$ cat config.mk
export PLATFORM = sky130hd
export DESIGN_NAME = load_extender
export DESIGN_NICKNAME = d
export VERILOG_FILES = /design/src/mem_types_pkg.sv /design/src/load_extender.sv
export SDC_FILE = /design/constraint.sdc
export NUM_CORES = 1
export LEC_CHECK = 0
export ABC_AREA = 1
export BUFFER_PORTS_ARGS = -buffer_cell sky130_fd_sc_hd__buf_4
export CORE_ASPECT_RATIO = 0.7
export CORE_MARGIN = 4
export CORE_UTILIZATION = 41
export DETAILED_ROUTE_END_ITERATION = 12
export GPL_TIMING_DRIVEN = 1
export PLACE_DENSITY = 0.85
export SLEW_MARGIN = 15
export SYNTH_ARGS = -nofsm -noshare
export SYNTH_HDL_FRONTEND = slang
export SYNTH_SLANG_ARGS = --single-unit
$ cat constraint.sdc
create_clock -name vclk -period 1.4
set_input_delay 0.21 -clock vclk [all_inputs]
set_output_delay 0.21 -clock vclk [all_outputs]
set_load 0.01 [all_outputs]
$ cat src/mem_types_pkg.sv
package mem_types_pkg;

    // widths that mean something on the datapath
    typedef logic [31:0] word_t;     // data word
    typedef logic [31:0] addr_t;     // byte address
    typedef logic [7:0]  inst_id_t;  // instruction tag
    typedef logic [3:0]  byte_mask_t; // one bit per byte lane

    // what the memory stage does with the instruction
    typedef enum logic [1:0] {
        MEM_NONE,    // no memory access
        MEM_STORE,
        MEM_LOAD_S,  // sign-extending load
        MEM_LOAD_U   // zero-extending load
    } mem_sel_e;

    // access width
    typedef enum logic [1:0] {
        SIZE_B,
        SIZE_H,
        SIZE_W
    } mem_size_e;

    // memory control fields handed over from decode
    typedef struct packed {
        mem_sel_e  sel;
        mem_size_e size;
    } mem_ctrl_t;

endpackage
$ cat src/load_extender.sv
module load_extender
    import mem_types_pkg::*;
(
    input  logic [1:0] byte_off,
    input  mem_ctrl_t  ctrl,
    input  word_t      word,
    output word_t      result
);

    word_t shifted;
    logic  is_signed;

    // bring the addressed lane down to bit 0
    assign shifted   = word >> {byte_off, 3'b000};
    assign is_signed = ctrl.sel == MEM_LOAD_S;

    always_comb begin
        case (ctrl.size)
            SIZE_B: begin
                if (is_signed) begin
                    result = {{24{shifted[7]}}, shifted[7:0]};   // lb
                end else begin
                    result = {24'b0, shifted[7:0]};              // lbu
                end
            end
            SIZE_H: begin
                if (is_signed) begin
                    result = {{16{shifted[15]}}, shifted[15:0]}; // lh
                end else begin
                    result = {16'b0, shifted[15:0]};             // lhu
                end
            end
            default: result = word;  // lw, untouched
        endcase
    end

endmodule

Word-level counts from Yosys, hierarchy flattened
Index checks and enable logic that the tools add are counted.
{"block": "word_totals", "regBits": 0, "input_bits": 38, "out_inout_bits": 32, "elab_cells": 7}
{"block": "classes", "eq_ne": 2, "shift": 1, "n_mux": 3, "n_reduce_logical": 1}
{"operator": "2-to-1 mux 32 bit", "count": 2}
{"operator": "case mux 32 bit (2 select lines)", "count": 1}
{"operator": ">> shifter 32 x 5 -> 16 bit", "count": 1}
{"operator": "equality test 2 x 1 -> 1 bit (second input constant)", "count": 1}
{"operator": "equality test 2 bit (second input constant)", "count": 1}
{"operator": "zero test 2 bit", "count": 1}

Longest topological paths before layout
{"block": "depth", "ltp_word": 3, "depth_mapped": 8}

Worst setup path before layout
Ideal clock, no wire load.
{"block": "synth_timing", "path_type": "input to output", "startpoint": "in byte_off[1]", "endpoint": "out result[20]", "arrival_time_ns": 0.986, "required_time_ns": 1.190, "path_slack_ns": 0.204, "stages": 8, "n_path_buf": 2, "path_cell_list": "buf_6 inv_4 nor2_8 nand2_2 nand2_2 nand3_4 buf_6 nand3_1"}
{"block": "synth_between", "elab_chain_cells": 3, "word_cells_on_any_way": 4, "classes_between": "1 x shift; 3 x mux"}
{"item": "start: declaration", "line": "load_extender.sv:4", "text": "input logic [1:0] byte_off,"}
{"item": ">> shifter 32 x 5 -> 16 bit *", "line": "load_extender.sv:14", "text": "assign shifted = word >> {byte_off, 3'b000};"}
{"item": "2-to-1 mux 32 bit (on tied branches)", "line": "load_extender.sv:27, load_extender.sv:20"}
{"item": "case mux 32 bit (2 select lines) *", "line": "load_extender.sv:18", "text": "case (ctrl.size)"}
{"item": "end: declaration", "line": "load_extender.sv:7", "text": "output word_t result"}
Every way passes the cells marked *; elsewhere a longest branch is shown, timed or not.

Final worst setup path
{"block": "layout_timing", "startpoint": "in byte_off[1]", "endpoint": "out result[8]"}
Same word-level chain as after synthesis.

==> run_results.csv <==
group,metric,value,unit
timing,tightest_slew,0.292,ns
setup_path,start_kind,"primary input",
synthesis,syn-num-nets,213,
timing,hold_viol,0,
setup_path,cp_top_family,"simple AND/OR/NAND/NOR gates",
setup_path,cp_slowest_cell,"nand2_4",
global_routing,antenna_found_initial,0,
timing,setup_viol,0,
synthesis,ys_seq_area_frac,0,
finish,n_antenna_cell,0,
power,power.leakage,0.878,nW
route,antenna_left,0,
timing,setup_ws,0.0178,ns
synthesis,syn_area,845,µm²
placement,post_dp_cell_area,1400,µm²
finish,regArea,0,µm²
placement,port_buffers,70,
global_routing,grt_pass1_wl,5580,µm
timing,rsz0062_at_grt,"true",
floorplan,die_area,2860,µm²
finish,drive_above_1_share,0.424,
finish,nets,290,
setup_path,crit_arrival,1.17,ns
floorplan,rows,13,
finish,mostFrequentLayoutCell,"buf_4",
finish,seq_cells,0,
job,cap_violations,0,
route,wl,4360,µm
floorplan,die_y,46.0,µm
power,peakVddDrop,284,µV
timing,maxSlewHeadroom,0.805,
finish,fillCellCount,156,
floorplan,fp.coreArea,1900,µm²
timing,fmaxAchievable,723,MHz
setup_path,path_class,"primary input to output pin",
floorplan,num_io_pins,70,
synthesis,avgSynthCellArea,4.83,µm²
finish,multi_input_area,850,µm²
synthesis,ys_warn_count,0,
finish,nClkBuffers,0,
synthesis,ys_types,18,
global_routing,grt.overflow.total,0,
route,wl_per_cell,16.0,µm
global_routing,grt_pass1_vias,1287,
setup_path,crit_path_end_kind,"output pin",
route,dr.pass1.iters,5,
route,drt-initial-drc-count,220,
placement,routabilityCongestion,0.826,
route,drc,0,
finish,areaGrowthSynthToFinish,82.8,%
floorplan,start_util,0.444,
synthesis,syn_inst,175,
clocking,ctsHoldBuffers,0,
route,num_vias,1604,
finish,fin_util,0.811,
global_routing,grt_max_degree,25,
timing,maxSlewViolCount,0,
worst_hold_path,hp-class,"primary input to output pin",
run_status,status,"finished clean",
setup_path,path_buf_inv,3,
timing,finalCritPeriodShare,0.987,
setup_path,critPathRequiredTime,1.19,ns
finish,final_cell_mix,"buf_4 (81), nand2_1 (67), nand3_1 (25), o21ai_0 (25), nor2_1 (15)",
global_routing,grtUsageTotal,0.231,
setup_path,cp_max_fo,6,
floorplan,die_width,62.2,µm
setup_path,cp_cell_sequence,"buf_4 -> inv_4 -> nand3_1 -> nand2_4 -> nand3_4 -> nand3_1 -> buf_4",
power,power_density,367,nW/µm²
finish,design_area,1540,µm²
route,routed_via_density,5.90,
placement,hpwl,2780,µm
placement,pre_cts_ws,-0.0123,ns
timing,finalCriticalPeriod,1.38,ns
setup_path,max_stage_delay,0.17,ns
## cell usage after synthesis
library cell / number / share of area
nand2_1: 67 / 0.30
nand3_1: 34 / 0.20
o21ai_0: 28 / 0.17
nor2_1: 16 / 0.071
inv_1: 6 / 0.027
buf_6: 5 / 0.067
buf_2: 3 / 0.018
nand2_2: 3 / 0.022
clkbuf_1: 2 / 0.0089
nand3_4: 2 / 0.041
o21ai_1: 2 / 0.012
buf_4: 1 / 0.0089
clkbuf_2: 1 / 0.0059
clkinv_1: 1 / 0.0044
inv_2: 1 / 0.0044
inv_4: 1 / 0.0074
nor2_4: 1 / 0.013
nor2_8: 1 / 0.024
## cells by family (layout without fill, tap and decap cells)
logic type | count (synthesis) | in the layout | share of synthesized area
buf+inv | 21 | 92 | 0.151
compound gates | 30 | 30 | 0.178
simple gates | 124 | 128 | 0.671
## per-stage QoR
step           TNS [ns]  hold slack, ns  power [mW]  cells
2_1_floorplan         0           0.544       0.239    175
3_3_place_gp          0           0.697       0.492    268
3_5_place_dp    -0.0139           0.704       0.503    268
4_1_cts         -0.0401           0.704       0.505    268
5_1_grt         -0.0855           0.715       0.607    272
6_report              0           0.705       0.567    272
## tightest hold or removal path: stages
cell,delay (ns)
buf_4,0.08
nand2_1,0.04
nand2_1,0.06
buf_4,0.11
## layer usage
| layer | part of all wire | vias up | global-route usage |
|---|---|---|---|
| met5 | 0 | - | 0 |
| met4 | 0.024 | 0 | 0.0519 |
| met3 | 0.16 | 16 | 0.0444 |
| met2 | 0.47 | 168 | 0.415 |
| met1 | 0.35 | 687 | 0.289 |
| li1 | - | 733 | - |
## where the power goes
group	internal (mW)	leakage [nW]	switching, mW
logic	0.266	0.878	0.301
clock network	0	0	0
registers	0	0	0
## timing repair
action                                  CTS  global route
endpoints found under the hold margin     0             0
pin swaps                                 0             5
buffers inserted                          0             0
endpoints found under the setup margin    4            29
resized for setup                         0            22
gates cloned                              0             4
## final cells by class
| type | count | share of cell area |
|---|---|---|
| Inverter | 9 | 0.0235 |
| Tap cell | 22 | 0.0178 |
| Timing Repair Buffer | 83 | 0.408 |
| Multi-Input combinational cell | 158 | 0.550 |
## path summary, 6_finish.rpt
kind               endpoint  cells after the start  slack [ns]   startpoint
setup / recovery  result[8]                      7        0.02  byte_off[1]
hold / removal    result[0]                      4        0.71      word[0]
(Power assumes the default switching activity.)
