[config.mk]
export PLATFORM = sky130hd
export DESIGN_NAME = store_aligner
export DESIGN_NICKNAME = d
export VERILOG_FILES = /design/src/mem_types_pkg.sv /design/src/store_aligner.sv
export SDC_FILE = /design/constraint.sdc
export NUM_CORES = 1
export LEC_CHECK = 0
export BUFFER_PORTS_ARGS = -buffer_cell sky130_fd_sc_hd__buf_2
export CORE_MARGIN = 1
export CORE_UTILIZATION = 33
export DETAILED_ROUTE_END_ITERATION = 8
export GPL_TIMING_DRIVEN = 0
export PLACE_DENSITY = 0.85
export SKIP_LAST_GASP = 1
export SLEW_MARGIN = 20
export SYNTH_ARGS = -nofsm -noshare
export SYNTH_HDL_FRONTEND = slang
export SYNTH_SLANG_ARGS = --single-unit
export TNS_END_PERCENT = 20
[constraint.sdc]
create_clock -name vclk -period 0.8
set_input_delay 0.04 -clock vclk [all_inputs]
set_output_delay 0.04 -clock vclk [all_outputs]
set_load 0.005 [all_outputs]
[src/mem_types_pkg.sv]
package mem_types_pkg;

    // widths that mean something on the datapath
    typedef logic [31:0] word_t;     // data word
    typedef logic [31:0] addr_t;     // byte address
    typedef logic [7:0]  inst_id_t;  // instruction tag
    typedef logic [3:0]  byte_mask_t; // one bit per byte lane

    // what the memory stage does with the instruction
    typedef enum logic [1:0] {
        MEM_NONE,    // no memory access
        MEM_STORE,
        MEM_LOAD_S,  // sign-extending load
        MEM_LOAD_U   // zero-extending load
    } mem_sel_e;

    // access width
    typedef enum logic [1:0] {
        SIZE_B,
        SIZE_H,
        SIZE_W
    } mem_size_e;

    // memory control fields handed over from decode
    typedef struct packed {
        mem_sel_e  sel;
        mem_size_e size;
    } mem_ctrl_t;

endpackage
[src/store_aligner.sv]
module store_aligner
    import mem_types_pkg::*;
(
    input  logic [1:0] byte_off,
    input  mem_size_e  size,
    input  word_t      data,
    output word_t      wdata,
    output byte_mask_t wmask
);

    // data is replicated, mask picks the lane(s)
    always_comb begin
        case (size)
            SIZE_B: begin
                wdata = {4{data[7:0]}};
                wmask = byte_mask_t'(4'b0001 << byte_off);
            end
            SIZE_H: begin
                wdata = {2{data[15:0]}};
                // halfwords are aligned, only bit 1 matters
                wmask = byte_off[1] ? 4'b1100 : 4'b0011;
            end
            default: begin
                wdata = data;   // full word
                wmask = 4'b1111;
            end
        endcase
    end

endmodule

# ---- Word level (Yosys, flattened, before mapping)
# Cells that the tools add are included.
dict set report classes {
  shift 1
  n_reduce_logical 1
  eq_ne 1
  n_mux 3
}
# op n
set op_table {}
lappend op_table {{one-hot mux 32 bit (2 select lines)} 1}
lappend op_table {{one-hot mux 4 bit (2 select lines)} 1}
lappend op_table {{two-way mux 4 bit} 1}
lappend op_table {{left shift 1 x 2 -> 4 bit (first input constant)} 1}
lappend op_table {{== test 2 x 1 -> 1 bit (second input constant)} 1}
lappend op_table {{zero test 2 bit} 1}
dict set report word_totals {
  inputBits 36
  out_inout_bits 36
  regBits 0
  elab_cells 6
}

# ---- Logic depth before layout (Yosys ltp)
# Gate-level depths: netlist (run 1).
dict set report logic_depth {
  ltp_word 2
  mapped_depth 4
  mapped_depth_nobuf 2
}

# ---- Least setup slack after synthesis (run 1)
# No wires, ideal clock.
dict set report synth_path {
  path_type {input-to-output}
  startpoint {input port size[1]}
  endpoint {output port wdata[10]}
  slack_ns 0.182
  t_arrival_ns 0.578
  t_required_ns 0.760
  path_stages 2
  path_buffers 0
  cell_sequence {nor2_4 mux2_2}
}
dict set report synth_between {
  elab_chain_len 2
  elab_cells_between_ends 3
  cone_classes {1 x eq/ne; 1 x mux; 1 x reduce/logical}
}
# element line
set synth_rtl {}
lappend synth_rtl {{from (decl)} store_aligner.sv:5} ;# input mem_size_e size,
lappend synth_rtl {{== test 2 x 1 -> 1 bit or zero test 2 bit (tied branches)} store_aligner.sv:13} ;# case (size)
lappend synth_rtl {{one-hot mux 32 bit (2 select lines) *} store_aligner.sv:13}
lappend synth_rtl {{to (decl)} store_aligner.sv:7} ;# output word_t wdata,
# Mark *: on every way between the ends. The rest lies on a longest branch, timed or not.

# ---- Final worst setup path (run 1)
dict set report layout_path {
  startpoint {input port size[1]}
  endpoint {output port wdata[12]}
}
# The elaborated chain is that of the path after synthesis.

==> results of run 1 <==
==> final cells by class <==
class | count | area, sq um
repair buffers | 73 | 438
multi-input cells | 47 | 449
inverters | 1 | 3.75
fillers | 137 | 487
plain buffers | 12 | 109
well taps | 16 | 20.0
==> kinds of logic after synthesis <==
| logic type | share of synthesized area [%] |
|---|---|
| buffers and inverters | 21.2 |
| and+or+nand+nor | 11.1 |
| AOI/OAI and AO/OA | 18.8 |
| muxes | 48.9 |
==> routing by layer <==
layer	global-route usage [%]	part of all wire, %	vias up
li1	-	-	354
met2	38.4	55	37
met1	20.5	37	316
met3	1.29	6.4	2
met5	0	0	-
met4	1.88	1.4	0
==> synth_stat cells <==
cell type	count	area share [%]
mux2i_1	8	15
inv_1	1	0.71
o21bai_1	2	2.8
nand2_1	8	5.6
buf_4	8	11
a21o_1	2	2.8
o21ai_2	8	13
buf_8	1	2.8
nor2_1	1	0.71
nor2_4	1	2.1
buf_6	3	6.4
nand2b_4	1	2.6
mux2_2	16	34
==> power by group <==
| group | total, mW | internal, mW | switching (mW) |
|---|---|---|---|
| registers | 0 | 0 | 0 |
| clock network | 0 | 0 | 0 |
| logic | 0.602 | 0.368 | 0.234 |
| total | 0.602 | 0.368 | 0.234 |
==> path summary, 6_finish.rpt <==
path / endpoint / slack, ps
worst max-delay path: wdata[12] / -70
worst min-delay path: wdata[25] / 350
==> worst max-delay path: cells and delay by family <==
| family | cells | cell delay (ps) |
|---|---|---|
| buffers and inverters | 3 | 360 |
| multiplexers | 1 | 310 |
| AND/OR/NAND/NOR | 1 | 110 |
==> repair_timing <==
| item | 4_1_cts | 5_1_grt |
|---|---|---|
| hold endpoints to repair | 0 | 0 |
| resized for setup | 16 | 4 |
| pin swaps | 1 | 1 |
| buffers inserted | 1 | 0 |
| endpoints found under the setup margin | 17 | 15 |
==> run metrics, run 1 <==
status complete, but fails checks; violated checks negative setup slack; worst hold start data[25]; first-pass GRT wire length 2.68 mm; PnR worst setup slack -66.0 ps; fmax 1150 MHz; Iteration-0 DRC Markers 4; crit end category primary output; RSZ-0062 raised after global routing yes; total number of yosys warnings 0; vias after detailed routing 709; pin count of the biggest net entering global routing 11; hold depth 4; Ant. Diodes 0; Finished Cell Area 1020 sq um; cts hold-fix bufs 0; Buffers on Ports 72; Tcrit/Tclk final 108%; chip width 42.1 um; sequential cell count 0; TNS Setup -491 ps; Routed Antenna Nets 0; Slew Viols, Final 0; library cells used by synthesis 13; final setup vio count 8; initial antenna violation count 0; CP max FO 8; hold slack 351 ps; WS Path Type in2out; routed vias/inst 4.76; Min-Delay Path Class in2out; synthesized instance count 60; Worst EP required 760 ps; syn_nets 96; fin util 67.7%; final std cells w/o fill 149; commonest non-fill, non-tap cell in the layout buf_2; Slowest-stage cell, CP mux2_4; drt total wl 1.85 mm; Starting Density 35.3%; Critical Path Max Stage Delay 310 ps; arrival time worst endpoint 830 ps; max_slew headroom 85.8%; Cell Rows 14; # clk buffers 0; IR drop worst, VDD 275 uV; Layout area overhead 91.8%; share of layout cells above drive strength 1 83.5%; CP startpoint size[1]; Avg WL per Cell 12.4 um; vias in the first global route 590; Final Hold Fails 0; GP Congestion 0.595; DRC 0; min cycle time layout 866 ps; Total GRT Usage 18.5%; mean post-synth cell area 8.86 sq um; post-DP HPWL 1.34 mm; register area 0 sq um; most frequent cells in the layout buf_2, buf_6; GRT Residual Overflow 0; CP Launch Type input port; total of max-cap violations 0; Design Power 0.602 mW; pre-CTS WS -175 ps; die area 1780 sq um; Leakage 0.588 nW; DRT Pass-1 Iters 4; register area share after synthesis 0%; Mapped Area 532 sq um; die height 42.1 um; worst-margin pin slew 208 ps; placed cells 148; cell breakdown of the critical path buf_8 > nor2_4 > buf_12 > mux2_4 > buf_6; fin nets 171; # IOs 72; Core Region 1510 sq um; Placed Area 912 sq um; P per Cell Area 590 nW/um^2
No activity file was read; power rests on OpenSTA's default activity.
==> run 2: changes to the inputs <==
CORE_UTILIZATION = 30   (was 33)
PLACE_DENSITY = 0.78   (was 0.85)
==> run 2 against run 1 <==
Critical path type unchanged. Count of clock-buffer cells in the layout is the same. The run ends with design-rule violations, negative setup slack left. Largest power group unchanged. Critical path depth unchanged. Final area is 0.61% lower. Global-route usage fell by 2.4 points. Sequential share of layout area did not move.
==> run metrics, run 2 (synthesis gave the netlist of run 1 again) <==
PnR worst setup slack -61.9 ps (was -66.0 ps); pre-CTS WS -161 ps (was -175 ps); die area 1940 sq um (was 1780 sq um); Clock power frac 0% (about the same); share of layout cells above drive strength 1 83.5% (unchanged); fmax 1160 MHz (was 1150 MHz); Flop pwr share 0% (about the same); chip width 44.1 um (was 42.1 um); crit path buf inv count 3 (unchanged); Final Hold Fails 0 (unchanged); Starting Density 33.7% (was 35.3%); die height 44.1 um (was 42.1 um); cell breakdown of the critical path buf_8 > nor2_4 > buf_12 > mux2_4 > buf_6 (unchanged); routed vias/inst 4.72 (was 4.76); Core Region 1580 sq um (was 1510 sq um); Endpoint, Worst Hold wdata[30] (was wdata[25]); final setup vio count 8 (unchanged); status complete, but fails checks (unchanged); Layout area overhead 90.6% (was 91.8%); crit end category primary output (unchanged); cts hold-fix bufs 0 (unchanged); Routed Antenna Nets 0 (unchanged); sequential cell count 0 (unchanged); vias in the first global route 601 (was 590); Min-Delay Path Class in2out (unchanged); Design Power 0.589 mW (was 0.602 mW); pin count of the biggest net entering global routing 11 (unchanged); Slowest-stage cell, CP mux2_4 (unchanged); Buffers on Ports 72 (unchanged); multi-input logic area 449 sq um (unchanged); GP Congestion 0.645 (was 0.595); initial antenna violation count 0 (unchanged); Ant. Diodes 0 (unchanged); CP Launch Type input port (unchanged); max_slew headroom 88.3% (was 85.8%); P_int 0.363 mW (was 0.368 mW); Tcrit/Tclk final 108% (about the same); Slew Viols, Final 0 (unchanged); WS Path Type in2out (unchanged); kind of cell adding the most delay to the critical path buffers and inverters (unchanged); Worst EP required 760 ps (about the same); post-DP HPWL 1.31 mm (was 1.34 mm); P per Cell Area 582 nW/um^2 (was 590 nW/um^2); Net Sw Frac 38.4% (was 38.8%); first-pass GRT wire length 2.49 mm (was 2.68 mm); min cycle time layout 862 ps (was 866 ps); Psw 0.226 mW (was 0.234 mW); # IOs 72 (unchanged); Critical Path Max Stage Delay 310 ps (about the same); final std cells w/o fill 149 (unchanged); worst hold start data[30] (was data[25]); # clk buffers 0 (unchanged); Iteration-0 DRC Markers 8 (was 4); arrival time worst endpoint 820 ps (was 830 ps); GRT Residual Overflow 0 (unchanged); IR drop worst, VDD 306 uV (was 275 uV); CP max FO 8 (unchanged); commonest non-fill, non-tap cell in the layout buf_2 (unchanged); DRC 6 (was 0); DRT Pass-1 Iters 6 (was 4); Leakage 0.586 nW (was 0.588 nW); fin nets 171 (unchanged); total of max-cap violations 0 (unchanged); RSZ-0062 raised after global routing yes (unchanged); drt total wl 1.71 mm (was 1.85 mm); Avg WL per Cell 11.5 um (was 12.4 um); placed cells 148 (unchanged); violated checks design-rule violations, negative setup slack (was negative setup slack); worst-margin pin slew 170 ps (was 208 ps); register area 0 sq um (unchanged); vias after detailed routing 704 (was 709); Comb pwr share 100.0% (about the same); hold depth 4 (unchanged); Cell Rows 14 (unchanged); Total GRT Usage 16.1% (was 18.5%); fill count 143 (was 137)
[run 2: cell types whose count changed in the layout (fill, tap and decap cells not counted)]
cell   delta
buf_6     -1
buf_2     +1
[run 2: stage by stage]
stage / area, sq um / utilization [%] / setup TNS (ps) / hold slack, ps
after global placement: 912 / 57.9 / -1430 / 348
after global routing: 1010 / 64.3 / -638 / 359
after floorplan: 532 / - / 0 / 145
final: 1010 / 64.3 / -470 / 347
after CTS: 997 / 63.3 / -479 / 350
after detailed placement: 912 / 57.9 / -1490 / 349
[run 2: metal layers]
metal / GRT usage, % / vias up / routed length [um]
li1: - / 352 / -
met1: 16.8 / 306 / 652
met2: 35.6 / 46 / 892
met3: 0.816 / 0 / 165
met4: 0 / 0 / 0
met5: 0 / - / 0
[run 2: how the worst max path moves through the flow]
stage,from,end,slack [ps],depth (start not counted)
2_1_floorplan,size[1],wdata[10],180,2
6_report,size[1],wdata[9],-60,5
3_3_place_gp,size[1],wdata[8],-150,4
4_1_cts,size[0],wdata[12],-60,5
5_1_grt,size[1],wdata[9],-80,5
3_5_place_dp,size[1],wdata[12],-160,4
[run 2: power by group through the flow]
stage / clock network, mW / logic [mW] / registers (mW)
CTS: 0 / 0.582 / 0
floorplan: 0 / 0.270 / 0
finish: 0 / 0.589 / 0
detailed placement: 0 / 0.519 / 0
global route: 0 / 0.637 / 0
global placement: 0 / 0.509 / 0
[run 2: layout make-up]
class              instances  share of cell area, %
plain buffers             12                   10.7
repair buffers            73                   42.6
well taps                 16                   1.98
multi-input cells         47                   44.3
inverters                  1                  0.370
[run 2: timing repair]
| item | CTS | global route |
|---|---|---|
| setup endpoints to repair | 16 | 14 |
| buffers inserted | 1 | 0 |
| pin swaps | 1 | 1 |
| resized for setup | 16 | 3 |
==> run 3: changes to the inputs <==
ABC_AREA = 1   (was not set)
PLACE_DENSITY = 0.77   (was 0.78)
RECOVER_POWER = 100   (was not set)
==> run 3 against run 2 <==
The flow now finishes without violations. Global-route usage grew 0.23 points. Synthesized cell count increased by 63%. Count of clock-buffer cells in the layout is the same. Non-clock buffer count rose by 1. Critical path type unchanged. Largest power group unchanged.
==> run metrics, run 3 <==
crit path buf inv count 4 (was 3); Leakage 0.587 nW (was 0.586 nW); PnR worst setup slack 14.5 ps (was -61.9 ps); arrival time worst endpoint 750 ps (was 820 ps); min cycle time layout 785 ps (was 862 ps); Final Hold Fails 0 (unchanged); top cells by area, synth nand2_1, nand3_2, buf_4 (was mux2_2, mux2i_1, o21ai_2); status completed (was complete, but fails checks); register area 0 sq um (unchanged); Buffers on Ports 71 (was 72); GRT Residual Overflow 0 (unchanged); IR drop worst, VDD 212 uV (was 306 uV); share of layout cells above drive strength 1 56.8% (was 83.5%); TNS Setup 0 ps (was -470 ps); worst hold start data[21] (was data[30]); cell breakdown of the critical path buf_2 > buf_6 > buf_12 > o21ai_1 > nand2_1 > buf_2 (was buf_8 > nor2_4 > buf_12 > mux2_4 > buf_6); die area 2040 sq um (was 1940 sq um); final setup vio count 0 (was 8); cts hold-fix bufs 0 (unchanged); Min-Delay Path Class in2out (unchanged); vias in the first global route 638 (was 601); post-cts gate resize count 0 (was 16); pin count of the biggest net entering global routing 11 (unchanged); post-DP HPWL 1.53 mm (was 1.31 mm); # IOs 72 (unchanged); most frequent cells in the layout buf_2, nand2_1, nand3_2; placed cells 194 (was 148); total of max-cap violations 0 (unchanged); total number of yosys warnings 0 (unchanged); commonest non-fill, non-tap cell in the layout buf_2 (unchanged); mean post-synth cell area 5.71 sq um (was 8.86 sq um); fin nets 207 (was 171); Slowest-stage cell, CP buf_6 (was mux2_4); Critical Path Max Stage Delay 140 ps (was 310 ps); Slew Viols, Final 0 (unchanged); hold depth 4 (unchanged); kind of cell adding the most delay to the critical path buffers and inverters (unchanged); first-pass GRT wire length 2.63 mm (was 2.49 mm); Total GRT Usage 16.3% (was 16.1%); syn_nets 134 (was 96); Core Region 1750 sq um (was 1580 sq um); max_slew headroom 86.0% (was 88.3%); routed vias/inst 4.46 (was 4.72); WS Path Type in2out (unchanged); worst-margin pin slew 209 ps (was 170 ps); vias after detailed routing 866 (was 704); fill count 187 (was 143); Avg WL per Cell 9.28 um (was 11.5 um); CP max FO 10 (was 8); chip width 45.2 um (was 44.1 um); # clk buffers 0 (unchanged); Iteration-0 DRC Markers 3 (was 8); Worst EP required 760 ps (about the same); register area share after synthesis 0% (unchanged); drt total wl 1.80 mm (was 1.71 mm); Tcrit/Tclk final 98.2% (was 108%); cell with the most instances after synthesis nand2_1 (was mux2_2); Synth area leader nand2_1 (was mux2_2); die height 45.2 um (was 44.1 um); DRC 0 (was 6); GP Congestion 0.631 (was 0.645); synthesized instance count 98 (was 60); post-CTS setup buffers 0 (was 1); hold slack 341 ps (was 347 ps); Post-synth top cells nand2_1, nand3_2, o21ai_1, buf_4, buf_2 (was mux2_2, buf_4, mux2i_1, nand2_1, o21ai_2); Cell Rows 15 (was 14); Ant. Diodes 0 (unchanged); initial antenna violation count 0 (unchanged); final std cells w/o fill 194 (was 149); top-area cell type share of the netlist area 33.6% (was 33.9%); P per Cell Area 545 nW/um^2 (was 582 nW/um^2); library cells used by synthesis 12 (was 13); most frequent cell on the critical path buf_2; Endpoint, Worst Hold wdata[21] (was wdata[30]); Routed Antenna Nets 0 (unchanged); pre-CTS WS 11.9 ps (was -161 ps); Starting Density 32.0% (was 33.7%); crit end category primary output (unchanged); RSZ-0062 raised after global routing yes (unchanged); CP Launch Type input port (unchanged); Layout area overhead 67.6% (was 90.6%); sequential cell count 0 (unchanged); DRT Pass-1 Iters 2 (was 6); fmax 1270 MHz (was 1160 MHz); Mapped Area 559 sq um (was 532 sq um)
run 3: per-layer routing:
metal	GRT usage, %	up-vias	part of all wire (%)
met4	0	0	0
met3	0.800	0	8.5
li1	-	450	-
met2	31.3	42	48
met5	0	-	0
met1	21.0	374	44
run 3: kinds of logic after synthesis:
| family | share of synthesized area (%) |
|---|---|
| buf+inv | 24.4 |
| compound gates | 10.7 |
| simple gates | 64.9 |
run 3: cell type report:
class	instances	area, sq um	share of cell area (%)
Timing Repair Buffer	71	345	36.8
Buffer	15	128	13.6
Multi-Input combinational cell	80	422	45.0
Inverter	3	11.3	1.20
Tap cell	25	31.3	3.34
run 3: worst max-delay path by stage:
stage / startpoint / to / slack (ps) / cells after the start
after global placement: size[0] / wdata[15] / 20 / 6
final: size[0] / wdata[15] / 10 / 6
after detailed placement: size[0] / wdata[15] / 10 / 6
after CTS: size[0] / wdata[15] / 8 / 6
after floorplan: size[1] / wdata[12] / 220 / 4
after global routing: size[0] / wdata[15] / -10 / 6
run 3: per-stage QoR:
step	total power [mW]	instance area, sq um	util [%]
after global routing	0.575	937	53.7
after global placement	0.508	946	54.2
after detailed placement	0.520	946	54.2
after CTS	0.521	946	54.2
final	0.511	937	53.7
after floorplan	0.263	559	-
run 3: power breakdown:
group	internal (mW)	switching (mW)
combinational	0.263	0.248
sequential	0	0
clock	0	0
total	0.263	0.248
