## src/mem_types_pkg.sv

```systemverilog
package mem_types_pkg;

    // widths that mean something on the datapath
    typedef logic [31:0] word_t;     // data word
    typedef logic [31:0] addr_t;     // byte address
    typedef logic [7:0]  inst_id_t;  // instruction tag
    typedef logic [3:0]  byte_mask_t; // one bit per byte lane

    // what the memory stage does with the instruction
    typedef enum logic [1:0] {
        MEM_NONE,    // no memory access
        MEM_STORE,
        MEM_LOAD_S,  // sign-extending load
        MEM_LOAD_U   // zero-extending load
    } mem_sel_e;

    // access width
    typedef enum logic [1:0] {
        SIZE_B,
        SIZE_H,
        SIZE_W
    } mem_size_e;

    // memory control fields handed over from decode
    typedef struct packed {
        mem_sel_e  sel;
        mem_size_e size;
    } mem_ctrl_t;

endpackage
```

## src/mem_bus_pkg.sv

```systemverilog
package mem_bus_pkg;

    import mem_types_pkg::*;

    // request from the stage toward data memory
    typedef struct packed {
        logic       valid;  // held until ready
        logic       wen;    // 1 = store
        addr_t      addr;
        word_t      wdata;  // already lane-shifted
        byte_mask_t wmask;
    } dreq_t;

    // read response, one-cycle pulse
    typedef struct packed {
        logic  valid;
        word_t rdata;
    } dresp_t;

endpackage

```

## src/mem_stage_ctrl.sv

```systemverilog
module mem_stage_ctrl
    import mem_types_pkg::*;
    import mem_bus_pkg::*;
(
    input  logic       clk,
    input  logic       reset,
    input  logic       mem_valid,
    input  inst_id_t   inst_id,
    input  mem_ctrl_t  ctrl,
    input  addr_t      alu_out,
    input  word_t      st_wdata,
    input  byte_mask_t st_mask,
    input  logic       ready,
    input  dresp_t     resp,
    output dreq_t      req,
    output word_t      rdata_q,
    output logic       stall
);

    typedef enum logic [1:0] {
        IDLE,
        WAIT_READY,
        WAIT_VALID
    } state_e;

    state_e   state;
    logic     executed;    // saved_id already went through memory
    inst_id_t saved_id;

    logic is_mem;
    logic is_store;
    logic may_start;
    logic start;

    assign is_mem    = ctrl.sel != MEM_NONE;
    assign is_store  = ctrl.sel == MEM_STORE;
    // a held instruction must not hit memory a second time
    assign may_start = !executed || (saved_id != inst_id);
    assign start     = (state == IDLE) && mem_valid && is_mem && may_start;

    // raised in the same cycle a new access shows up
    assign stall = mem_valid && is_mem && ((state != IDLE) || may_start);

    assign req.valid = (state == WAIT_READY) && mem_valid && is_mem;
    assign req.wen   = is_store;
    assign req.addr  = alu_out;
    assign req.wdata = st_wdata;
    assign req.wmask = is_store ? st_mask : '0;

    always_ff @(posedge clk) begin
        if (reset) begin
            state    <= IDLE;
            executed <= 1'b0;
        end else if (!mem_valid || !is_mem) begin
            state    <= IDLE;  // bubble or non-memory op, forget history
            executed <= 1'b0;
        end else begin
            case (state)
                IDLE: begin
                    if (may_start) begin
                        state    <= WAIT_READY;
                        executed <= 1'b0;
                    end
                end
                WAIT_READY: begin
                    if (ready) begin
                        if (is_store) begin
                            state    <= IDLE;  // stores complete on acceptance
                            executed <= 1'b1;
                        end else begin
                            state <= WAIT_VALID;
                        end
                    end
                end
                WAIT_VALID: begin
                    if (resp.valid) begin
                        state    <= IDLE;
                        executed <= 1'b1;
                    end
                end
                default: state <= IDLE;
            endcase
        end
    end

    // id of the access in flight
    always_ff @(posedge clk) begin
        if (start) begin
            saved_id <= inst_id;
        end
    end

    // read word kept for writeback while the instruction is held
    always_ff @(posedge clk) begin
        if (state == WAIT_VALID && resp.valid) begin
            rdata_q <= resp.rdata;
        end
    end

endmodule

```

## config.mk

```make
export PLATFORM = sky130hd
export DESIGN_NAME = mem_stage_ctrl
export DESIGN_NICKNAME = d
export VERILOG_FILES = /design/src/mem_types_pkg.sv /design/src/mem_bus_pkg.sv /design/src/mem_stage_ctrl.sv
export SDC_FILE = /design/constraint.sdc
export NUM_CORES = 1
export LEC_CHECK = 0
export ABC_CLOCK_PERIOD_IN_PS = 3600
export BUFFER_PORTS_ARGS = -buffer_cell sky130_fd_sc_hd__buf_2
export CORE_AREA = 2 2 85 87
export DETAILED_ROUTE_END_ITERATION = 8
export DIE_AREA = 0 0 87 89
export PLACE_DENSITY_LB_ADDON = 0.05
export SLEW_MARGIN = 15
export SYNTH_ARGS = -nofsm -noshare
export SYNTH_HDL_FRONTEND = slang
export SYNTH_SLANG_ARGS = --single-unit
```

## constraint.sdc

```tcl
create_clock -name clk -period 3.6 [get_ports clk]
set_input_delay 1.08 -clock clk [delete_from_list [all_inputs] [get_ports clk]]
set_output_delay 1.08 -clock clk [all_outputs]
set_load 0.02 [all_outputs]
```

---- Word level (Yosys, flattened, before mapping) ----
Index checks and enable logic that the tools add are counted.
Widths: inputs -> output; s select.
operators by class
  eq/ne operators ......................... 8
  muxes and demuxes ....................... 11
  reductions and logical operators ........ 21
operators by type and width
  cell                count
  $logic_and 1x1->1   8
  $mux 2              4
  $ne 2x2->1 const B  4
  $ne 8x8->1          1
  $pmux 2 s3          1
  $reduce_and 5->1    1
  $eq 2x1->1 const B  2
  $mux 1              4
  $mux 4              1
  $reduce_bool 2->1   2
  $logic_not 1->1     3
  $logic_or 1x1->1    3
  $pmux 1 s3          1
  $reduce_and 3->1    1
  $reduce_bool 3->1   1
  $eq 2x2->1 const B  1
  $logic_not 2->1     1
  $reduce_or 2->1     1
word-level totals
  register bits after elaboration ......... 43
  input bits .............................. 117
  output and inout port bits .............. 103
  logic and storage cells ................. 44

---- Depth between registers and ports, before layout ----
Gate-level depths: netlist of the first run.
  word-level depth ........................ 4
  mapped depth ............................ 6

---- Least setup slack after synthesis of the first run ----
OpenSTA, ideal clock, no wires.
  kind .................................... input-to-output
  from .................................... input inst_id[7]
  to ...................................... output stall
  arrival ................................. 1.919 ns
  path slack .............................. 0.601 ns
  cell stages on the path ................. 4
  path buffers ............................ 0
  cell sequence ........................... nand2b_1 > o2111ai_1 > and4bb_4 > a21oi_1
between the ends
  cells in the longest elaborated chain, start to end .. 4
ends and longest elaborated chain
  element             RTL line              RTL
  start: declaration  mem_stage_ctrl.sv:8   input inst_id_t inst_id,
  $ne 8x8->1          mem_stage_ctrl.sv:38  assign may_start = !executed || (saved_id != inst_id);
  $logic_or 1x1->1    mem_stage_ctrl.sv:38
  $logic_or 1x1->1    mem_stage_ctrl.sv:42  assign stall = mem_valid && is_mem && ((state != IDLE) || may_start);
  $logic_and 1x1->1   mem_stage_ctrl.sv:42
  end: declaration    mem_stage_ctrl.sv:17  output logic stall
No other way between the ends.

---- Worst setup path after layout of the first run ----
  from .................................... input inst_id[5]
  to ...................................... output stall
The elaborated chain is that of the path after synthesis.

==> results of run 1 <==
[worst reg2reg max path, delay by kind of cell, from the launching register on]
kind / cells / cell delay [ns]
buffers and inverters: 1 / 0.20
DFF: 1 / 0.40
AOI/OAI and AO/OA: 1 / 0.09
and+or+nand+nor: 3 / 0.64
[layer usage]
metal / global-route usage (%) / wire length [microns]
met5: 4.55 / 48
met4: 6.25 / 151
met3: 9.60 / 892
met2: 19.7 / 2490
met1: 11.3 / 1600
[through the flow]
| step | cell area, sq um | hold slack (ns) | setup slack (ns) | util [%] | std cells |
|---|---|---|---|---|---|
| global placement | 2180 | 0.470 | 0.398 | 32.5 | 264 |
| global route | 2290 | 0.529 | 0.283 | 34.1 | 272 |
| CTS | 2290 | 0.496 | 0.370 | 34.1 | 272 |
| finish | 2290 | 0.490 | 0.384 | 34.1 | 272 |
| floorplan | 2110 | 0.435 | 0.601 | - | 158 |
| detailed placement | 2180 | 0.485 | 0.361 | 32.5 | 264 |
[cells by family (layout without fill, tap and decap cells)]
kind of cell               count (synthesis)  count (layout)  synth area share [%]
AOI/OAI and AO/OA                          7               7                  3.44
xor gates and xnor gates                   5               5                  2.07
adders and majority gates                  5               5                  2.96
buffers and inverters                     72             106                  24.3
DFF                                       43              43                  59.7
muxes                                      3               3                  1.42
and+or+nand+nor                           23              23                  6.04
[state kept, by name, indices dropped and copies added, names as in the netlist]
signal,cells
executed,1
rdata_q,32
saved_id,8
state,2
[cell usage after synthesis]
cell       instances
ha_1               5
a211o_1            1
buf_4             65
and2b_1            1
nor2_1             4
nor2b_1            1
dfxtp_1            3
xor2_1             2
mux2i_1            3
o21ai_1            1
nand2_1            7
a21oi_2            1
inv_1              7
a221oi_4           1
nor3b_1            1
xnor2_1            3
edfxtp_1          40
nand2b_1           2
a21oi_1            1
a222oi_1           1
and4bb_4           1
o2111ai_1          1
and2_1             5
nand3_1            1
[worst paths after layout]
check | to | slack [ns] | cells past startpoint
setup / recovery | stall | 0.38 | 6
setup reg to reg | saved_id[0] | 1.98 | 5
hold reg to reg | executed | 0.49 | 2
hold / removal | executed | 0.49 | 2
[placed cells by master (no fill, tap or decap), drive strengths merged, types with 2 or more instances in the layout]
master | synthesis | layout
nand2 | 7 | 7
edfxtp | 40 | 40
and2 | 5 | 5
inv | 7 | 7
buf | 65 | 91
xnor2 | 3 | 3
nor2 | 4 | 4
ha | 5 | 5
a21oi | 2 | 2
dfxtp | 3 | 3
nand2b | 2 | 2
mux2i | 3 | 3
clkbuf | 0 | 5
clkinv | 0 | 2
xor2 | 2 | 2
[layout make-up]
| type | instances | area, sq um |
|---|---|---|
| fill | 667 | 4430 |
| tap | 80 | 100 |
| clock buffer | 5 | 68.8 |
| multi-input combinational | 43 | 337 |
| sequential | 43 | 1260 |
| inverter | 7 | 26.3 |
| timing repair buffer | 91 | 460 |
| clock inverter | 3 | 38.8 |
[power groups by stage]
stage	Combinational [mW]	Sequential, mW	Clock (mW)
after floorplan	0.136	0.572	0
after global placement	0.0728	0.570	0
after detailed placement	0.0743	0.571	0
after CTS	0.0749	0.559	0.376
after global routing	0.0814	0.560	0.392
final	0.0726	0.559	0.361
==> qor.log, run 1 <==
qor: clock_tree.clkTransAtPathRegs 0.08 ns
qor: finish.design.final.nets 313
qor: clock_tree.postCtsHoldBufs 0
qor: timing.relSlewSlack 73.2%
qor: synthesis.ys_top_cells_by_area edfxtp_1, buf_4, ha_1, dfxtp_1, and2_1
qor: clock_tree.numClockSinks 43
qor: flow_run.timing.max_cap.violations 0
qor: synthesis.postSynthRegisterBits 43
qor: clock_tree.tritoncts yes
qor: setup_path.regToRegStartpoint saved_id[5]
qor: clock_tree.cts.repair.resized 0
qor: finish.n_antenna_cell 0
qor: timing.timing.setup.tns 0 ns
qor: synthesis.synth_area 2110 sq um
qor: detailed_routing.wirelength 5180 microns
qor: synthesis.warnings_synthesis 0
qor: timing.min_period 3.22 ns
qor: setup_path.timing.critical_path.slowest_stage_cell a222oi_1
qor: timing.rsz0062_at_grt no
qor: synthesis.seq_area_frac_synth 59.7%
qor: setup_path.worst-endpoint-arrival 2.14 ns
qor: pwr.power.share.sequential 56.3%
qor: pwr.cellLeakagePower 0.985 nW
qor: global_routing.grt_pass1_vias 1,180
qor: global_routing.globalRouteTotalUtil 12.4%
qor: detailed_routing.drcViolationCount 0
qor: clock_tree.cts_post_setup_buffers_inserted 0
qor: clock_tree.cts-buffers-inserted 5
qor: setup_path.setup.worst_path.start inst_id[5]
qor: detailed_routing.vias 1,188
qor: setup_path.critical_path.n_buffers_inverters 3
qor: floorplan.coreArea 6720 sq um
qor: timing.clock.fmax 0.311 GHz
qor: min_path.hold_start executed
qor: floorplan.num_io_pins 220
qor: synthesis.synthesis.area_per_instance 13.4 sq um
qor: detailed_routing.drt_pass1_iterations 4
qor: clock_tree.clk_root_buffer_cell clkbuf_8
qor: pwr.internal_power 795 uW
qor: placed_design.hpwl 4350 microns
qor: pwr.net_switching_power 197 uW
qor: timing.timing_worst_slew_pin_value 0.402 ns
qor: global_routing.wire_length_of_the_first_global_routing_pass 6870 microns
qor: pwr.comb_power_share 7.3%
qor: pwr.power_density 433 nW/um^2
qor: timing.final_hold_viol_count 0
qor: placed_design.gpl.final_weighted_congestion 0.774
qor: pwr.power_frac_clock 36.3%
qor: floorplan.fp-row-count 30
qor: synthesis.yosysUniqueCellTypes 24
qor: setup_path.worst_path_dominant_cell_family compound AO/OA/AOI/OAI gates
qor: floorplan.die_w 87 microns
qor: floorplan.floorplan.die_area 7740 sq um
qor: floorplan.die_outline_height 89 microns
qor: outcome.status completed
qor: setup_path.worstSetupEndpointType primary output
qor: timing.finalMaxSlewViolations 0
qor: placed_design.numPortBuffers 89
qor: clock_tree.number_of_h_tree_levels 2
qor: setup_path.slowest_delay 0.34 ns
qor: detailed_routing.wl_per_cell 19.1 microns
qor: global_routing.grt_start_max_net_pins 33
qor: clock_tree.clk_latency 0.29 ns
qor: setup_path.most_numerous_cell_on_the_critical_path buf_2
qor: timing.finalSetupViolations 0
qor: synthesis.synth.largest_area_cell edfxtp_1
qor: finish.area_growth 8.53%
qor: clock_tree.max-clock-path-buffers 2
qor: setup_path.cp-start-kind input port
qor: synthesis.synthDominantCellAreaShare 56.9%
qor: setup_path.path_cells buf_2 -> inv_1 -> a222oi_1 -> and4bb_4 -> a21oi_1 -> buf_2
qor: timing.post-route-period-util 89.3%
qor: timing.final.setup_skew 0.00459 ns
qor: setup_path.critical_path_peak_fanout 4
qor: detailed_routing.drt.antenna.violating_nets 0
qor: pwr.power 992 uW
qor: pwr.power.share.switching 19.8%
qor: setup_path.critPathKind input port to primary output
qor: detailed_routing.detailedRoute.firstIterationViolations 47
qor: global_routing.grt_antenna_before_repair 0
qor: global_routing.grt_overflow 0
qor: setup_path.cp_data_required_time 2.52 ns
qor: synthesis.mappedNetlistNets 280
qor: floorplan.initial_core_util 31.4%
qor: detailed_routing.drt-vias-per-instance 4.37
qor: min_path.timing.hold.worst.class register to register
qor: finish.final_layout_size_suffix_gt1_share 52.6%
qor: pwr.worst_ir_drop_vdd 0.000254 V
qor: synthesis.postSynthCellCount 158
(Power assumes the default switching activity.)
==> run 2, diff against run 1 <==
--- a/config.mk
+++ b/config.mk
@@ -12,5 +12,4 @@
 export DIE_AREA = 0 0 87 89
 export PLACE_DENSITY_LB_ADDON = 0.05
-export SLEW_MARGIN = 15
 export SYNTH_ARGS = -nofsm -noshare
 export SYNTH_HDL_FRONTEND = slang
==> constraint.sdc (replaced) <==
create_clock -name clk -period 3.6 [get_ports clk]
set_input_delay 1.08 -clock clk [delete_from_list [all_inputs] [get_ports clk]]
set_output_delay 1.08 -clock clk [all_outputs]
set_load 0.005 [all_outputs]
==> qor.log, run 2 (synthesis results as in run 1) <==
qor: finish.biggest_regs rdata_q: 32 flops, saved_id: 8 flops, state: 2 flops [unchanged]
qor: timing.finalHoldWorstSlack 0.478 ns [was 0.490 ns]
qor: setup_path.critical_path_peak_fanout 4 [unchanged]
qor: pwr.cellLeakagePower 0.987 nW [was 0.985 nW]
qor: timing.finalSetupViolations 0 [unchanged]
qor: detailed_routing.wirelength 5290 microns [was 5180 microns]
qor: finish.final_layout_size_suffix_gt1_share 53.1% [was 52.6%]
qor: timing.final_hold_viol_count 0 [unchanged]
qor: clock_tree.cts_post_setup_buffers_inserted 0 [unchanged]
qor: pwr.worst_ir_drop_vdd 0.000134 V [was 0.000254 V]
qor: floorplan.initial_core_util 31.4% [unchanged]
qor: finish.largest_register rdata_q [unchanged]
qor: global_routing.grt_pass1_vias 1,250 [was 1,180]
qor: clock_tree.clk_latency 0.29 ns [about the same]
qor: flow_run.timing.max_cap.violations 0 [unchanged]
qor: clock_tree.cts-buffers-inserted 5 [unchanged]
qor: clock_tree.clk_root_buffer_cell clkbuf_8 [unchanged]
qor: clock_tree.cts.repair.resized 0 [unchanged]
qor: pwr.power 997 uW [was 992 uW]
qor: placed_design.dp_worst_setup_slack 0.417 ns [was 0.361 ns]
qor: min_path.timing.hold.worst.class register to register [unchanged]
qor: timing.relSlewSlack 72.9% [was 73.2%]
qor: floorplan.die_w 87 microns [unchanged]
qor: finish.final_cell_count_no_fill 272 [unchanged]
qor: timing.timing.setup.tns 0 ns [unchanged]
qor: global_routing.globalRouteTotalUtil 12.8% [was 12.4%]
qor: placed_design.post-place-cells 264 [unchanged]
qor: timing.post-route-period-util 88.3% [was 89.3%]
qor: floorplan.coreArea 6720 sq um [unchanged]
qor: outcome.status completed [unchanged]
qor: clock_tree.numClockSinks 43 [unchanged]
qor: placed_design.hpwl 4440 microns [was 4350 microns]
qor: timing.finalMaxSlewViolations 0 [unchanged]
qor: clock_tree.postCtsHoldBufs 0 [unchanged]
qor: detailed_routing.detailedRoute.firstIterationViolations 22 [was 47]
qor: finish.n_antenna_cell 0 [unchanged]
qor: setup_path.cp-start-kind input port [unchanged]
qor: detailed_routing.drt-vias-per-instance 4.42 [was 4.37]
qor: global_routing.grt_antenna_before_repair 0 [unchanged]
qor: finish.max_ffs_per_register 32 [unchanged]
qor: finish.design.final.nets 313 [unchanged]
qor: setup_path.critPathKind input port to primary output [unchanged]
qor: detailed_routing.wl_per_cell 19.5 microns [was 19.1 microns]
qor: clock_tree.number_of_h_tree_levels 2 [unchanged]
qor: detailed_routing.vias 1,203 [was 1,188]
qor: floorplan.floorplan.die_area 7740 sq um [unchanged]
qor: timing.clock.fmax 0.315 GHz [was 0.311 GHz]
qor: setup_path.worstSetupEndpointType primary output [unchanged]
qor: detailed_routing.drcViolationCount 0 [unchanged]
qor: floorplan.die_outline_height 89 microns [unchanged]
qor: pwr.power_density 434 nW/um^2 [was 433 nW/um^2]
qor: setup_path.worst-endpoint-arrival 2.10 ns [was 2.14 ns]
qor: detailed_routing.drt.antenna.violating_nets 0 [unchanged]
qor: placed_design.gpl.final_weighted_congestion 0.764 [was 0.774]
qor: floorplan.num_io_pins 220 [unchanged]
qor: timing.rsz0062_at_grt no [unchanged]
qor: timing.min_period 3.18 ns [was 3.22 ns]
qor: timing.final.setup_skew 0.00406 ns [was 0.00459 ns]
qor: finish.most-common-layout-cells buf_2, edfxtp_1, inv_1, nand2_1 [unchanged]
qor: global_routing.grt_start_max_net_pins 33 [unchanged]
qor: setup_path.cp_data_required_time 2.52 ns [about the same]
qor: finish.layout.filler_cells 677 [was 667]
qor: global_routing.wire_length_of_the_first_global_routing_pass 7110 microns [was 6870 microns]
qor: timing.final_critical_path_setup_slack 0.423 ns [was 0.384 ns]
qor: global_routing.grt_overflow 0 [unchanged]
qor: clock_tree.clkTransAtPathRegs 0.08 ns [about the same]
qor: finish.final_common_cell buf_2 [unchanged]
qor: finish.area_growth 8.77% [was 8.53%]
qor: timing.timing_worst_slew_pin_value 0.406 ns [was 0.402 ns]
qor: placed_design.numPortBuffers 89 [unchanged]
qor: clock_tree.max-clock-path-buffers 2 [unchanged]
qor: detailed_routing.drt_pass1_iterations 4 [unchanged]
qor: clock_tree.tritoncts yes [unchanged]
qor: floorplan.fp-row-count 30 [unchanged]
[run 2: cell counts in the layout (fill, tap and decap cells not counted)]
Identical to the previous run, type by type.
[run 2: layout make-up]
| cell class | count | area (sq um) | area share [%] |
|---|---|---|---|
| multi-input combinational | 43 | 337 | 14.7 |
| inverter | 7 | 26.3 | 1.14 |
| clock buffer | 5 | 68.8 | 3.00 |
| timing repair buffer | 91 | 460 | 20.0 |
| sequential | 43 | 1260 | 54.9 |
| tap | 80 | 100 | 4.36 |
| clock inverter | 3 | 43.8 | 1.91 |
[run 2: per-layer routing]
layer | vias up | global-route usage, % | part of all wire, %
met5 | - | 4.55 | 0.91
met1 | 520 | 10.8 | 28
met4 | 2 | 6.25 | 3.1
li1 | 531 | - | -
met2 | 123 | 21.5 | 50
met3 | 27 | 10.1 | 18
[run 2: path summary, 6_finish.rpt]
| kind | slack, ns | to | cells after the start | from |
|---|---|---|---|---|
| max | 0.42 | stall | 6 | inst_id[5] |
| min reg2reg | 0.48 | executed | 2 | executed |
| min | 0.48 | executed | 2 | executed |
| max reg2reg | 1.98 | saved_id[4] | 5 | saved_id[5] |
[run 2: report_power, final]
group / total (mW) / switching [mW] / internal [mW] / leakage (nW)
clock: 0.371 / 0.165 / 0.206 / 0.0581
sequential: 0.559 / 0.00378 / 0.555 / 0.388
combinational: 0.0670 / 0.0301 / 0.0369 / 0.541
[run 2: stage by stage]
stage	area (sq um)	util (%)
final	2300	34.2
after global routing	2300	34.2
after CTS	2300	34.2
after detailed placement	2180	32.5
after global placement	2180	32.5
after floorplan	2110	-
[run 2: worst max-delay path, cell delays in order]
cell and delay (ns):
buf_2 0.10, inv_1 0.04, a222oi_1 0.33, and4bb_4 0.33, a21oi_1 0.08, buf_2 0.14
